$ cat config.mk
export PLATFORM = sky130hd
export DESIGN_NAME = if_stage
export DESIGN_NICKNAME = d
export VERILOG_FILES = /design/src/ibus_pkg.sv /design/src/if_ctrl_pkg.sv /design/src/if_pc_select.sv /design/src/if_prefetch.sv /design/src/if_issue_ctrl.sv /design/src/if_stage.sv
export SDC_FILE = /design/constraint.sdc
export NUM_CORES = 1
export LEC_CHECK = 0
export BUFFER_PORTS_ARGS = -buffer_cell sky130_fd_sc_hd__buf_4
export CORE_MARGIN = 2
export CORE_UTILIZATION = 40
export CTS_CLUSTER_DIAMETER = 80
export DETAILED_ROUTE_END_ITERATION = 16
export GPL_TIMING_DRIVEN = 0
export SYNTH_ARGS = -nofsm -noshare
export SYNTH_HDL_FRONTEND = slang
export SYNTH_SLANG_ARGS = --single-unit
$ cat constraint.sdc
create_clock -name clk -period 10.73 [get_ports clk]
set_input_delay 1.6095 -clock clk [delete_from_list [all_inputs] [get_ports clk]]
set_output_delay 1.6095 -clock clk [all_outputs]
set_load 0.02 [all_outputs]
$ cat src/ibus_pkg.sv
// ----------------------------------------------------------------------
// instruction bus types, req/gnt/rvalid protocol
// master holds req and addr stable until gnt, one rvalid per grant
// fetch is word-aligned only, no byte enables on this bus
// ----------------------------------------------------------------------
package ibus_pkg;

  // ----------------------------------------------------------------------
  // request and response sides
  // ----------------------------------------------------------------------

  typedef struct packed {
    logic        req;   // held until granted
    logic [31:0] addr;  // word-aligned
  } ibus_req_t;

  typedef struct packed {
    logic        gnt;     // request accepted this cycle
    logic        rvalid;  // rdata valid, one per grant
    logic [31:0] rdata;
  } ibus_rsp_t;

  // address step of one fetch
  localparam logic [31:0] WORD_BYTES = 32'd4;

endpackage

$ cat src/if_ctrl_pkg.sv
// ----------------------------------------------------------------------
// fetch control definitions shared by the pc selector, the issue logic
// and the controller that drives redirects into the fetch stage
// redirect_t packs to 11 bits and if_id_t to 65 bits, with msb first
// ----------------------------------------------------------------------
package if_ctrl_pkg;

  // ----------------------------------------------------------------------
  // selector enums
  // ----------------------------------------------------------------------

  // source of the next fetch address
  typedef enum logic [2:0] {
    PC_BOOT      = 3'd0,  // boot address plus reset offset
    PC_JUMP      = 3'd1,  // jump resolved in id
    PC_BRANCH    = 3'd2,  // branch resolved in ex
    PC_EXCEPTION = 3'd3,  // trap vector, see exc_pc_mux_e
    PC_MRET      = 3'd4,
    PC_DRET      = 3'd5,
    PC_FENCEI    = 3'd6   // refetch after the instruction in id
  } pc_mux_e;

  // which kind of trap target
  typedef enum logic [1:0] {
    EXC_PC_EXCEPTION = 2'd0,
    EXC_PC_IRQ       = 2'd1,  // vectored by exc_vec
    EXC_PC_DBD       = 2'd2,  // debug halt
    EXC_PC_DBE       = 2'd3   // debug exception
  } exc_pc_mux_e;

  // ----------------------------------------------------------------------
  // records
  // ----------------------------------------------------------------------

  typedef struct packed {
    logic        pc_set;      // one-cycle strobe, take the redirect
    pc_mux_e     pc_mux;
    exc_pc_mux_e exc_pc_mux;
    logic [4:0]  exc_vec;     // interrupt line for vectored mode
  } redirect_t;

  typedef struct packed {
    logic        valid;
    logic [31:0] instr;
    logic [31:0] pc;
  } if_id_t;

  // low byte appended to boot_addr on reset
  localparam logic [7:0] RST_OFFSET = 8'h80;

endpackage

$ cat src/if_pc_select.sv
// ----------------------------------------------------------------------
// next fetch address mux, purely combinational
// trap base is the upper 24 bits of mtvec, vectored irq uses 4-byte slots
// output is always forced to a word boundary
// ----------------------------------------------------------------------
module if_pc_select #(
  parameter logic [31:0] DM_HALT_ADDR = 32'h1A11_0800,
  parameter logic [31:0] DM_EXC_ADDR  = 32'h1A11_0808
) (
  input  logic [23:0]            boot_addr_i,
  input  logic [23:0]            trap_base_i,
  input  if_ctrl_pkg::redirect_t redirect_i,
  input  logic [31:0]            jump_target_id_i,
  input  logic [31:0]            jump_target_ex_i,
  input  logic [31:0]            mepc_i,
  input  logic [31:0]            depc_i,
  input  logic [31:0]            pc_id_i,           // pc of record held in id
  output logic [31:0]            fetch_addr_o
);

  logic [31:0] exc_pc;        // trap / debug target
  logic [31:0] fetch_addr_n;  // before alignment

  // ----------------------------------------------------------------------
  // exception vector
  // ----------------------------------------------------------------------
  always_comb begin
    exc_pc = DM_HALT_ADDR;
    unique case (redirect_i.exc_pc_mux)
      if_ctrl_pkg::EXC_PC_EXCEPTION: exc_pc = {trap_base_i, 8'h00};  // all sync traps at base
      if_ctrl_pkg::EXC_PC_IRQ:       exc_pc = {trap_base_i, 1'b0, redirect_i.exc_vec, 2'b00};
      if_ctrl_pkg::EXC_PC_DBD:       exc_pc = DM_HALT_ADDR;
      if_ctrl_pkg::EXC_PC_DBE:       exc_pc = DM_EXC_ADDR;
      default:                       exc_pc = DM_HALT_ADDR;
    endcase
  end

  // ----------------------------------------------------------------------
  // fetch address
  // ----------------------------------------------------------------------
  always_comb begin
    fetch_addr_n = {boot_addr_i, if_ctrl_pkg::RST_OFFSET};
    unique case (redirect_i.pc_mux)
      if_ctrl_pkg::PC_BOOT:      fetch_addr_n = {boot_addr_i, if_ctrl_pkg::RST_OFFSET};
      if_ctrl_pkg::PC_JUMP:      fetch_addr_n = jump_target_id_i;
      if_ctrl_pkg::PC_BRANCH:    fetch_addr_n = jump_target_ex_i;
      if_ctrl_pkg::PC_EXCEPTION: fetch_addr_n = exc_pc;
      if_ctrl_pkg::PC_MRET:      fetch_addr_n = mepc_i;   // back from trap handler
      if_ctrl_pkg::PC_DRET:      fetch_addr_n = depc_i;   // back from debug mode
      // refetch the word after the one in id so the prefetch fifo reloads
      if_ctrl_pkg::PC_FENCEI:    fetch_addr_n = pc_id_i + ibus_pkg::WORD_BYTES;
      default:                   fetch_addr_n = {boot_addr_i, if_ctrl_pkg::RST_OFFSET};
    endcase
  end

  // word fetch only, low bits dropped
  assign fetch_addr_o = {fetch_addr_n[31:2], 2'b00};

endmodule

$ cat src/if_prefetch.sv
// ----------------------------------------------------------------------
// instruction bus master with one request in flight and a word fifo
// fetching starts at the first branch_i after reset and stops on req_i low
// a flush empties the fifo at once, a late stale response is dropped
// FIFO_DEPTH >= 2, any value
// ----------------------------------------------------------------------
module if_prefetch #(
  parameter int FIFO_DEPTH = 2
) (
  input  logic                clk,
  input  logic                rst_n,
  input  logic                req_i,       // fetch enable
  input  logic                branch_i,    // flush and restart at addr_i
  input  logic [31:0]         addr_i,
  input  logic                ready_i,     // head word consumed
  output logic                valid_o,
  output logic [31:0]         rdata_o,
  output logic [31:0]         addr_o,
  output logic                busy_o,
  output ibus_pkg::ibus_req_t ibus_req_o,
  input  ibus_pkg::ibus_rsp_t ibus_rsp_i
);

  localparam int PTR_W = $clog2(FIFO_DEPTH);
  localparam int CNT_W = $clog2(FIFO_DEPTH + 1);

  typedef struct packed {
    logic [31:0] addr;
    logic [31:0] data;
  } entry_t;

  entry_t            fifo_mem [FIFO_DEPTH];  // payload only, no reset
  logic [PTR_W-1:0]  wr_ptr_q, rd_ptr_q;
  logic [CNT_W-1:0]  count_q;
  logic [CNT_W:0]    fill;                   // entries plus request in flight

  logic              req_q;          // req raised on the bus
  logic              outstanding_q;  // granted, waiting for rvalid
  logic              discard_q;      // pending response is stale
  logic              active_q;       // a start address has been given
  logic [31:0]       addr_q;         // address on the bus
  logic [31:0]       next_addr_q;    // address of the following request

  logic              gnt_take, resp_done, fifo_wr, fifo_rd;
  logic              bus_free, room, issue;
  logic [31:0]       issue_addr;

  function automatic logic [PTR_W-1:0] ptr_next(input logic [PTR_W-1:0] ptr);
    ptr_next = (ptr == PTR_W'(FIFO_DEPTH - 1)) ? '0 : ptr + 1'b1;
  endfunction

  // ----------------------------------------------------------------------
  // bus side
  // ----------------------------------------------------------------------
  assign gnt_take  = req_q & ibus_rsp_i.gnt;
  assign resp_done = outstanding_q & ibus_rsp_i.rvalid;
  assign bus_free  = ~req_q & (~outstanding_q | ibus_rsp_i.rvalid);  // free after this edge

  assign fill = {1'b0, count_q} + (CNT_W + 1)'(outstanding_q);
  assign room = fill < (CNT_W + 1)'(FIFO_DEPTH);  // back-pressure

  // on a flush the fifo is empty after this edge, so room is guaranteed
  assign issue      = req_i & bus_free & (branch_i | (active_q & room));
  assign issue_addr = branch_i ? addr_i : next_addr_q;

  always_ff @(posedge clk or negedge rst_n) begin
    if (!rst_n) begin
      req_q         <= 1'b0;
      outstanding_q <= 1'b0;
      discard_q     <= 1'b0;
      active_q      <= 1'b0;
    end else begin
      if (branch_i) active_q <= 1'b1;

      if (gnt_take) begin
        req_q         <= 1'b0;   // one in flight, drop req
        outstanding_q <= 1'b1;
      end else if (resp_done) begin
        outstanding_q <= 1'b0;
      end
      if (issue) req_q <= 1'b1;  // never together with gnt_take

      // a flush marks whatever is on the bus as stale
      if (branch_i) discard_q <= (req_q | outstanding_q) & ~resp_done;
      else if (resp_done) discard_q <= 1'b0;
    end
  end

  always_ff @(posedge clk) begin
    if (issue) addr_q <= issue_addr;
    if (branch_i) begin
      next_addr_q <= addr_i;
    end else if (gnt_take & ~discard_q) begin
      next_addr_q <= addr_q + ibus_pkg::WORD_BYTES;  // stale grant keeps branch target
    end
  end

  assign ibus_req_o.req  = req_q;
  assign ibus_req_o.addr = addr_q;
  assign busy_o          = req_q | outstanding_q;

  // ----------------------------------------------------------------------
  // word fifo
  // ----------------------------------------------------------------------
  assign fifo_wr = resp_done & ~discard_q & ~branch_i;
  assign fifo_rd = ready_i & valid_o & ~branch_i;

  always_ff @(posedge clk or negedge rst_n) begin
    if (!rst_n) begin
      wr_ptr_q <= '0;
      rd_ptr_q <= '0;
      count_q  <= '0;
    end else if (branch_i) begin
      wr_ptr_q <= '0;  // flush
      rd_ptr_q <= '0;
      count_q  <= '0;
    end else begin
      if (fifo_wr) wr_ptr_q <= ptr_next(wr_ptr_q);
      if (fifo_rd) rd_ptr_q <= ptr_next(rd_ptr_q);
      case ({fifo_wr, fifo_rd})
        2'b10:   count_q <= count_q + 1'b1;
        2'b01:   count_q <= count_q - 1'b1;
        default: count_q <= count_q;
      endcase
    end
  end

  // response address is still in addr_q at the edge it arrives
  always_ff @(posedge clk) begin
    if (fifo_wr) fifo_mem[wr_ptr_q] <= '{addr: addr_q, data: ibus_rsp_i.rdata};
  end

  assign valid_o = (count_q != '0);
  assign rdata_o = fifo_mem[rd_ptr_q].data;
  assign addr_o  = fifo_mem[rd_ptr_q].addr;

  // ----------------------------------------------------------------------
  // assertions
  // ----------------------------------------------------------------------
  // memory side must only grant a raised request
  assert property (@(posedge clk) disable iff (!rst_n)
    ibus_rsp_i.gnt |-> ibus_req_o.req)
    else $error("ibus grant without a request");

  // redirect targets from the pc selector must land on word boundaries
  assert property (@(posedge clk) disable iff (!rst_n)
    ibus_req_o.req |-> (ibus_req_o.addr[1:0] == 2'b00))
    else $error("ibus request address not word-aligned");

endmodule

$ cat src/if_issue_ctrl.sv
// ----------------------------------------------------------------------
// offset fsm, issue decision and if/id register
// a redirect cycle never issues, the record freezes while id stalls
// clear_instr_valid_i drops only the valid bit
// ----------------------------------------------------------------------
module if_issue_ctrl (
  input  logic                clk,
  input  logic                rst_n,
  input  logic                req_i,
  input  logic                pc_set_i,
  input  logic                fetch_valid_i,
  input  logic [31:0]         fetch_rdata_i,
  input  logic [31:0]         fetch_addr_i,
  input  logic                halt_if_i,
  input  logic                id_ready_i,
  input  logic                clear_instr_valid_i,
  output logic                fetch_ready_o,
  output logic                branch_req_o,
  output if_ctrl_pkg::if_id_t id_o
);

  typedef enum logic [0:0] {
    IDLE = 1'b0,  // nothing requested yet
    WAIT = 1'b1   // serving words from prefetch
  } fsm_e;

  fsm_e        state_q, state_n;
  logic        valid;     // word available for id
  logic        if_ready;  // id can take it
  logic        if_valid;  // word moves into if/id this cycle

  logic        valid_q;
  logic [31:0] instr_q;
  logic [31:0] pc_q;

  // ----------------------------------------------------------------------
  // offset fsm
  // ----------------------------------------------------------------------
  always_ff @(posedge clk or negedge rst_n) begin
    if (!rst_n) state_q <= IDLE;
    else        state_q <= state_n;
  end

  always_comb begin
    state_n      = state_q;
    branch_req_o = 1'b0;
    valid        = 1'b0;

    unique case (state_q)
      IDLE: begin
        if (req_i) begin
          branch_req_o = 1'b1;  // first fetch from current fetch address
          state_n      = WAIT;
        end
      end
      WAIT: begin
        valid = fetch_valid_i;  // aligned word only
      end
      default: state_n = IDLE;
    endcase

    // redirect wins, current head is stale
    if (pc_set_i) begin
      valid        = 1'b0;
      branch_req_o = 1'b1;
      state_n      = WAIT;
    end
  end

  assign if_ready      = valid & id_ready_i;
  assign if_valid      = if_ready & ~halt_if_i;
  assign fetch_ready_o = if_valid;  // pop head as it loads

  // ----------------------------------------------------------------------
  // if/id register
  // ----------------------------------------------------------------------
  always_ff @(posedge clk or negedge rst_n) begin
    if (!rst_n) begin
      valid_q <= 1'b0;
    end else if (if_valid) begin
      valid_q <= 1'b1;
    end else if (clear_instr_valid_i) begin
      valid_q <= 1'b0;  // load takes priority over clear
    end
  end

  always_ff @(posedge clk) begin
    if (if_valid) begin
      instr_q <= fetch_rdata_i;
      pc_q    <= fetch_addr_i;
    end
  end

  assign id_o = '{valid: valid_q, instr: instr_q, pc: pc_q};

  // prefetch head stays put until it is popped or flushed
  assert property (@(posedge clk) disable iff (!rst_n)
    (fetch_valid_i && !fetch_ready_o && !branch_req_o) |=>
      (fetch_valid_i && $stable(fetch_addr_i) && $stable(fetch_rdata_i)))
    else $error("prefetch head changed before it was taken");

endmodule

$ cat src/if_stage.sv
// ----------------------------------------------------------------------
// instruction fetch stage top, 32-bit word fetch only
// redirect_i.pc_set is a one-cycle strobe from the controller
// no compressed support, no hardware loops, no fetch error path
// ----------------------------------------------------------------------
module if_stage #(
  parameter logic [31:0] DM_HALT_ADDR = 32'h1A11_0800,
  parameter logic [31:0] DM_EXC_ADDR  = 32'h1A11_0808,
  parameter int          FIFO_DEPTH   = 2
) (
  input  logic                   clk,
  input  logic                   rst_n,
  input  logic [23:0]            boot_addr_i,
  input  logic [23:0]            trap_base_i,
  input  logic                   req_i,
  input  if_ctrl_pkg::redirect_t redirect_i,
  input  logic [31:0]            jump_target_id_i,
  input  logic [31:0]            jump_target_ex_i,
  input  logic [31:0]            mepc_i,
  input  logic [31:0]            depc_i,
  input  logic                   halt_if_i,
  input  logic                   id_ready_i,
  input  logic                   clear_instr_valid_i,
  input  ibus_pkg::ibus_rsp_t    ibus_rsp_i,
  output ibus_pkg::ibus_req_t    ibus_req_o,
  output if_ctrl_pkg::if_id_t    id_o,
  output logic [31:0]            pc_if_o,
  output logic                   if_busy_o,
  output logic                   perf_imiss_o
);

  logic [31:0] fetch_addr_n;   // redirect target, aligned
  logic        branch_req;
  logic        fetch_valid, fetch_ready;
  logic [31:0] fetch_rdata, fetch_addr;
  logic        prefetch_busy;

  if_pc_select #(
    .DM_HALT_ADDR (DM_HALT_ADDR),
    .DM_EXC_ADDR  (DM_EXC_ADDR)
  ) pc_select_i (
    .boot_addr_i      (boot_addr_i),
    .trap_base_i      (trap_base_i),
    .redirect_i       (redirect_i),
    .jump_target_id_i (jump_target_id_i),
    .jump_target_ex_i (jump_target_ex_i),
    .mepc_i           (mepc_i),
    .depc_i           (depc_i),
    .pc_id_i          (id_o.pc),       // fence.i restarts after this one
    .fetch_addr_o     (fetch_addr_n)
  );

  if_prefetch #(
    .FIFO_DEPTH (FIFO_DEPTH)
  ) prefetch_i (
    .clk        (clk),
    .rst_n      (rst_n),
    .req_i      (req_i),
    .branch_i   (branch_req),
    .addr_i     (fetch_addr_n),
    .ready_i    (fetch_ready),
    .valid_o    (fetch_valid),
    .rdata_o    (fetch_rdata),
    .addr_o     (fetch_addr),
    .busy_o     (prefetch_busy),
    .ibus_req_o (ibus_req_o),
    .ibus_rsp_i (ibus_rsp_i)
  );

  if_issue_ctrl issue_ctrl_i (
    .clk                 (clk),
    .rst_n               (rst_n),
    .req_i               (req_i),
    .pc_set_i            (redirect_i.pc_set),
    .fetch_valid_i       (fetch_valid),
    .fetch_rdata_i       (fetch_rdata),
    .fetch_addr_i        (fetch_addr),
    .halt_if_i           (halt_if_i),
    .id_ready_i          (id_ready_i),
    .clear_instr_valid_i (clear_instr_valid_i),
    .fetch_ready_o       (fetch_ready),
    .branch_req_o        (branch_req),
    .id_o                (id_o)
  );

  // status
  assign pc_if_o      = fetch_addr;                  // head of prefetch fifo
  assign if_busy_o    = prefetch_busy;
  assign perf_imiss_o = ~fetch_valid | branch_req;   // nothing to issue or restarting

endmodule

==> key figures <==
Outcome
  • Status: complete, no violations

Pwr
  • Leakage power: 6.30 nW
  • VDD IR-drop max: approximately 0.000098 V
  • Cell Pwr Density: around 160 nW/um2

STA
  • Worst-margin pin slew: ~0.9 ns
  • Post-route setup slack: between 5 and 6 ns
  • F_max: 184 MHz
  • Fin. max-slew vios: 0
  • RSZ-0062 raised after global routing: no
  • Clock Skew: 0.0280 ns
  • Rel. slew slack: between 30% and 40%
  • Final hold violation count: 0
  • Min cycle time layout: around 5.4 ns
  • Period utilization: 50.5%
  • Final setup violation count: 0
  • Setup TNS: 0 ns

Final layout
  • Most frequent cells in the layout: buf_4 (351), edfxtp_1 (254), mux2_2 (65)
  • Most common cell after layout, fill and taps aside: buf_4
  • ANT cells: 0
  • Final nets: around 1,600
  • Layout cell share with drive strength beyond 1: 35.0%
  • Fill cells: between 2,000 and 3,000
  • Area grow syn2layout: 32.7%

Detailed routing
  • Via count: 10,272
  • DRC violations left: 0
  • 1st-iter DRT viols: between 800 and 900
  • Routed Antenna Nets: 0
  • DR vias/cell: around 5.8
  • Mean routed wirelength per cell: around 25 um
  • WL final: between 40 and 50 mm
  • DRT Pass-1 Iters: 6

Floorplan
  • Initial core utilization: between 40% and 50%
  • Die X: around 180 um
  • Die area: around 33,000 um2
  • DIE HEIGHT: 182 um
  • Row count: between 60 and 70
  • Num ports: 359
  • Core area: roughly 31,000 um2

Clock network
  • Clock buffer depth: 3
  • Clock transition at path regs: roughly 0.06 ns
  • Worst skew pair latency: approximately 0.55 ns
  • # resized after CTS: 0
  • CTS root buf: clkbuf_16
  • Post-CTS setup buffer count: 0
  • CTS tree: yes
  • Cts bufs inserted: 28
  • Sink Count: around 270
  • H-tree Lvls: 1
  • CTS Hold Bufs: 0

Global routing
  • Gr usage total: 26.0%
  • Vias in the first global route: 10,080
  • First-pass GRT wire length: between 60 and 70 mm
  • Largest net degree at the start of global routing: 65
  • GRT overflow: 0
  • Number of antenna violations at the first check in global routing: 0

Critical path
  • CP delay by family, top: buffers and inverters
  • Crit start category: input port
  • Critical path peak fanout: 10
  • Slowest stage cell, crit path: clkbuf_1
  • WP data required: 9.12 ns
  • Reg2Reg Depth: 7
  • Crit end category: output pin
  • Crit path largest cell delay: just under 0.6 ns
  • Critical Path Stages: 7
  • Worst path arrival time: approximately 3.8 ns
  • Critical Setup Path Class: in2out
  • CP bufs+invs: 4
  • Crit-path cells: buf_4 -> nor2b_1 -> nor2_1 -> clkbuf_1 -> clkbuf_1 -> o21ai_0 -> buf_4

Logic synthesis
  • Asr flop ratio synth: under 10%
  • Yosys cell types: 68
  • Main synth FF type: edfxtp_1
  • Dominant cells by area after synthesis: edfxtp_1 (60%), mux2_2 (5.8%), dfrtp_1 (2.0%)
  • Mean Syn Cell Area: 12.9 um2
  • Sequential fraction of the synthesis area: a little over three fifths
  • Ys Warns: 0
  • FF+latch count, synth: about 270
  • Post-Syn Instances: 980
  • EDFF count, synth: ~250
  • Synth top area share: approximately three fifths
  • Area leader, netlist: edfxtp_1
  • Synth Net Count: 1,209
  • Mapped Area: between 10,000 and 15,000 um2

Worst hold path
  • Worst hold path depth: 1
  • HP Class: reg2reg

Placed design
  • I/O Buffers: ~350
  • RePlAce Congestion: 0.930
  • Post-DP HPWL: 34.1 mm
  • Pre-CTS WS: 5.31 ns

Flow run
  • # Max-Cap Violations: 0
-- layout make-up --
cell class / instances / area [um2] / area share, %
plain buffers: 60 / 254 / 1.52
clock buffers: 41 / 749 / 4.48
well taps: 402 / 503 / 3.01
flip-flops and latches: 266 / 7920 / 47.3
multi-input cells: 635 / 4400 / 26.3
clock inverters: 11 / 146 / 0.875
repair buffers: 352 / 2690 / 16.1
inverters: 19 / 73.8 / 0.441
-- synthesized netlist by cell type, drive strengths merged, types with 7 or more instances --
cell,number
a211oi,9
a21o,11
a21oi,23
a22oi,19
and2,9
and3,14
buf,17
clkbuf,42
dfrtp,10
edfxtp,254
inv,18
mux2,65
mux2i,15
nand2,62
nand2b,12
nand3,50
nand4,26
nor2,48
nor2b,18
nor3,10
nor4,7
o2111a,8
o211ai,22
o21a,10
o21ai,39
o221ai,24
o22ai,18
or3,9
or4,8
xnor2,20
xor2,16
-- through the flow --
step           util, %  power, mW  instances  instance area, um2  hold WS [ns]
6_report          53.5       2.65       1786               16700         0.484
5_1_grt           53.5       2.74       1786               16700         0.516
4_1_cts           53.5       2.67       1786               16700         0.486
3_5_place_dp      50.6       1.72       1734               15800         0.469
3_3_place_gp      50.2       1.71       1730               15700         0.461
2_1_floorplan        -       1.49        980               12600         0.438
-- flip-flops by register name, summed over array words and instances, names as in the netlist --
signal	cells
issue_ctrl_i.pc_q	32
prefetch_i.rd_ptr_q	1
prefetch_i.active_q	1
prefetch_i.next_addr_q	32
prefetch_i.outstanding_q	1
issue_ctrl_i.valid_q	1
prefetch_i.fifo_mem	128
issue_ctrl_i.state_q	1
prefetch_i.discard_q	1
prefetch_i.req_q	1
prefetch_i.count_q	2
prefetch_i.addr_q	32
prefetch_i.wr_ptr_q	1
issue_ctrl_i.instr_q	32
-- routing by layer --
layer / wire length [um] / global-route usage (%) / part of all wire, %
met1: 17100 / 32.8 / 39
met2: 22200 / 46.1 / 50
met3: 4170 / 5.42 / 9.4
met4: 867 / 5.82 / 2.0
met5: 0 / 0 / 0
-- cells by family after synthesis --
| kind of cell | share of synthesized area (%) |
|---|---|
| xor+xnor | 2.50 |
| buf+inv | 2.58 |
| fa+ha+maj | 0.198 |
| flops | 62.8 |
| compound gates | 12.6 |
| mux | 6.99 |
| simple gates | 12.4 |
-- power by group --
part,internal (mW),leakage [nW],total (mW),switching [mW]
logic,0.181,3.39,0.416,0.235
registers,1.23,2.49,1.28,0.0554
clock network,0.558,0.432,0.950,0.392
total,1.96,6.30,2.65,0.682
-- final timing paths --
| kind | end | from | slack (ns) |
|---|---|---|---|
| worst min-delay path | prefetch_i.active_q$_DFFE_PN0N_ | prefetch_i.active_q$_DFFE_PN0N_ | 0.48 |
| worst max-delay path | perf_imiss_o | req_i | 5.31 |
| worst min register to register | prefetch_i.active_q$_DFFE_PN0N_ | prefetch_i.active_q$_DFFE_PN0N_ | 0.48 |
| worst max register to register | prefetch_i.fifo_mem[0][54]$_DFFE_PP_ | issue_ctrl_i.state_q$_DFF_PN0_ | 7.51 |
| max in group asynchronous | prefetch_i.req_q$_DFFE_PN0P_ | rst_n | 9.66 |
| min in group asynchronous | prefetch_i.discard_q$_DFFE_PN0P_ | rst_n | 0.89 |
(Power assumes the default switching activity.)
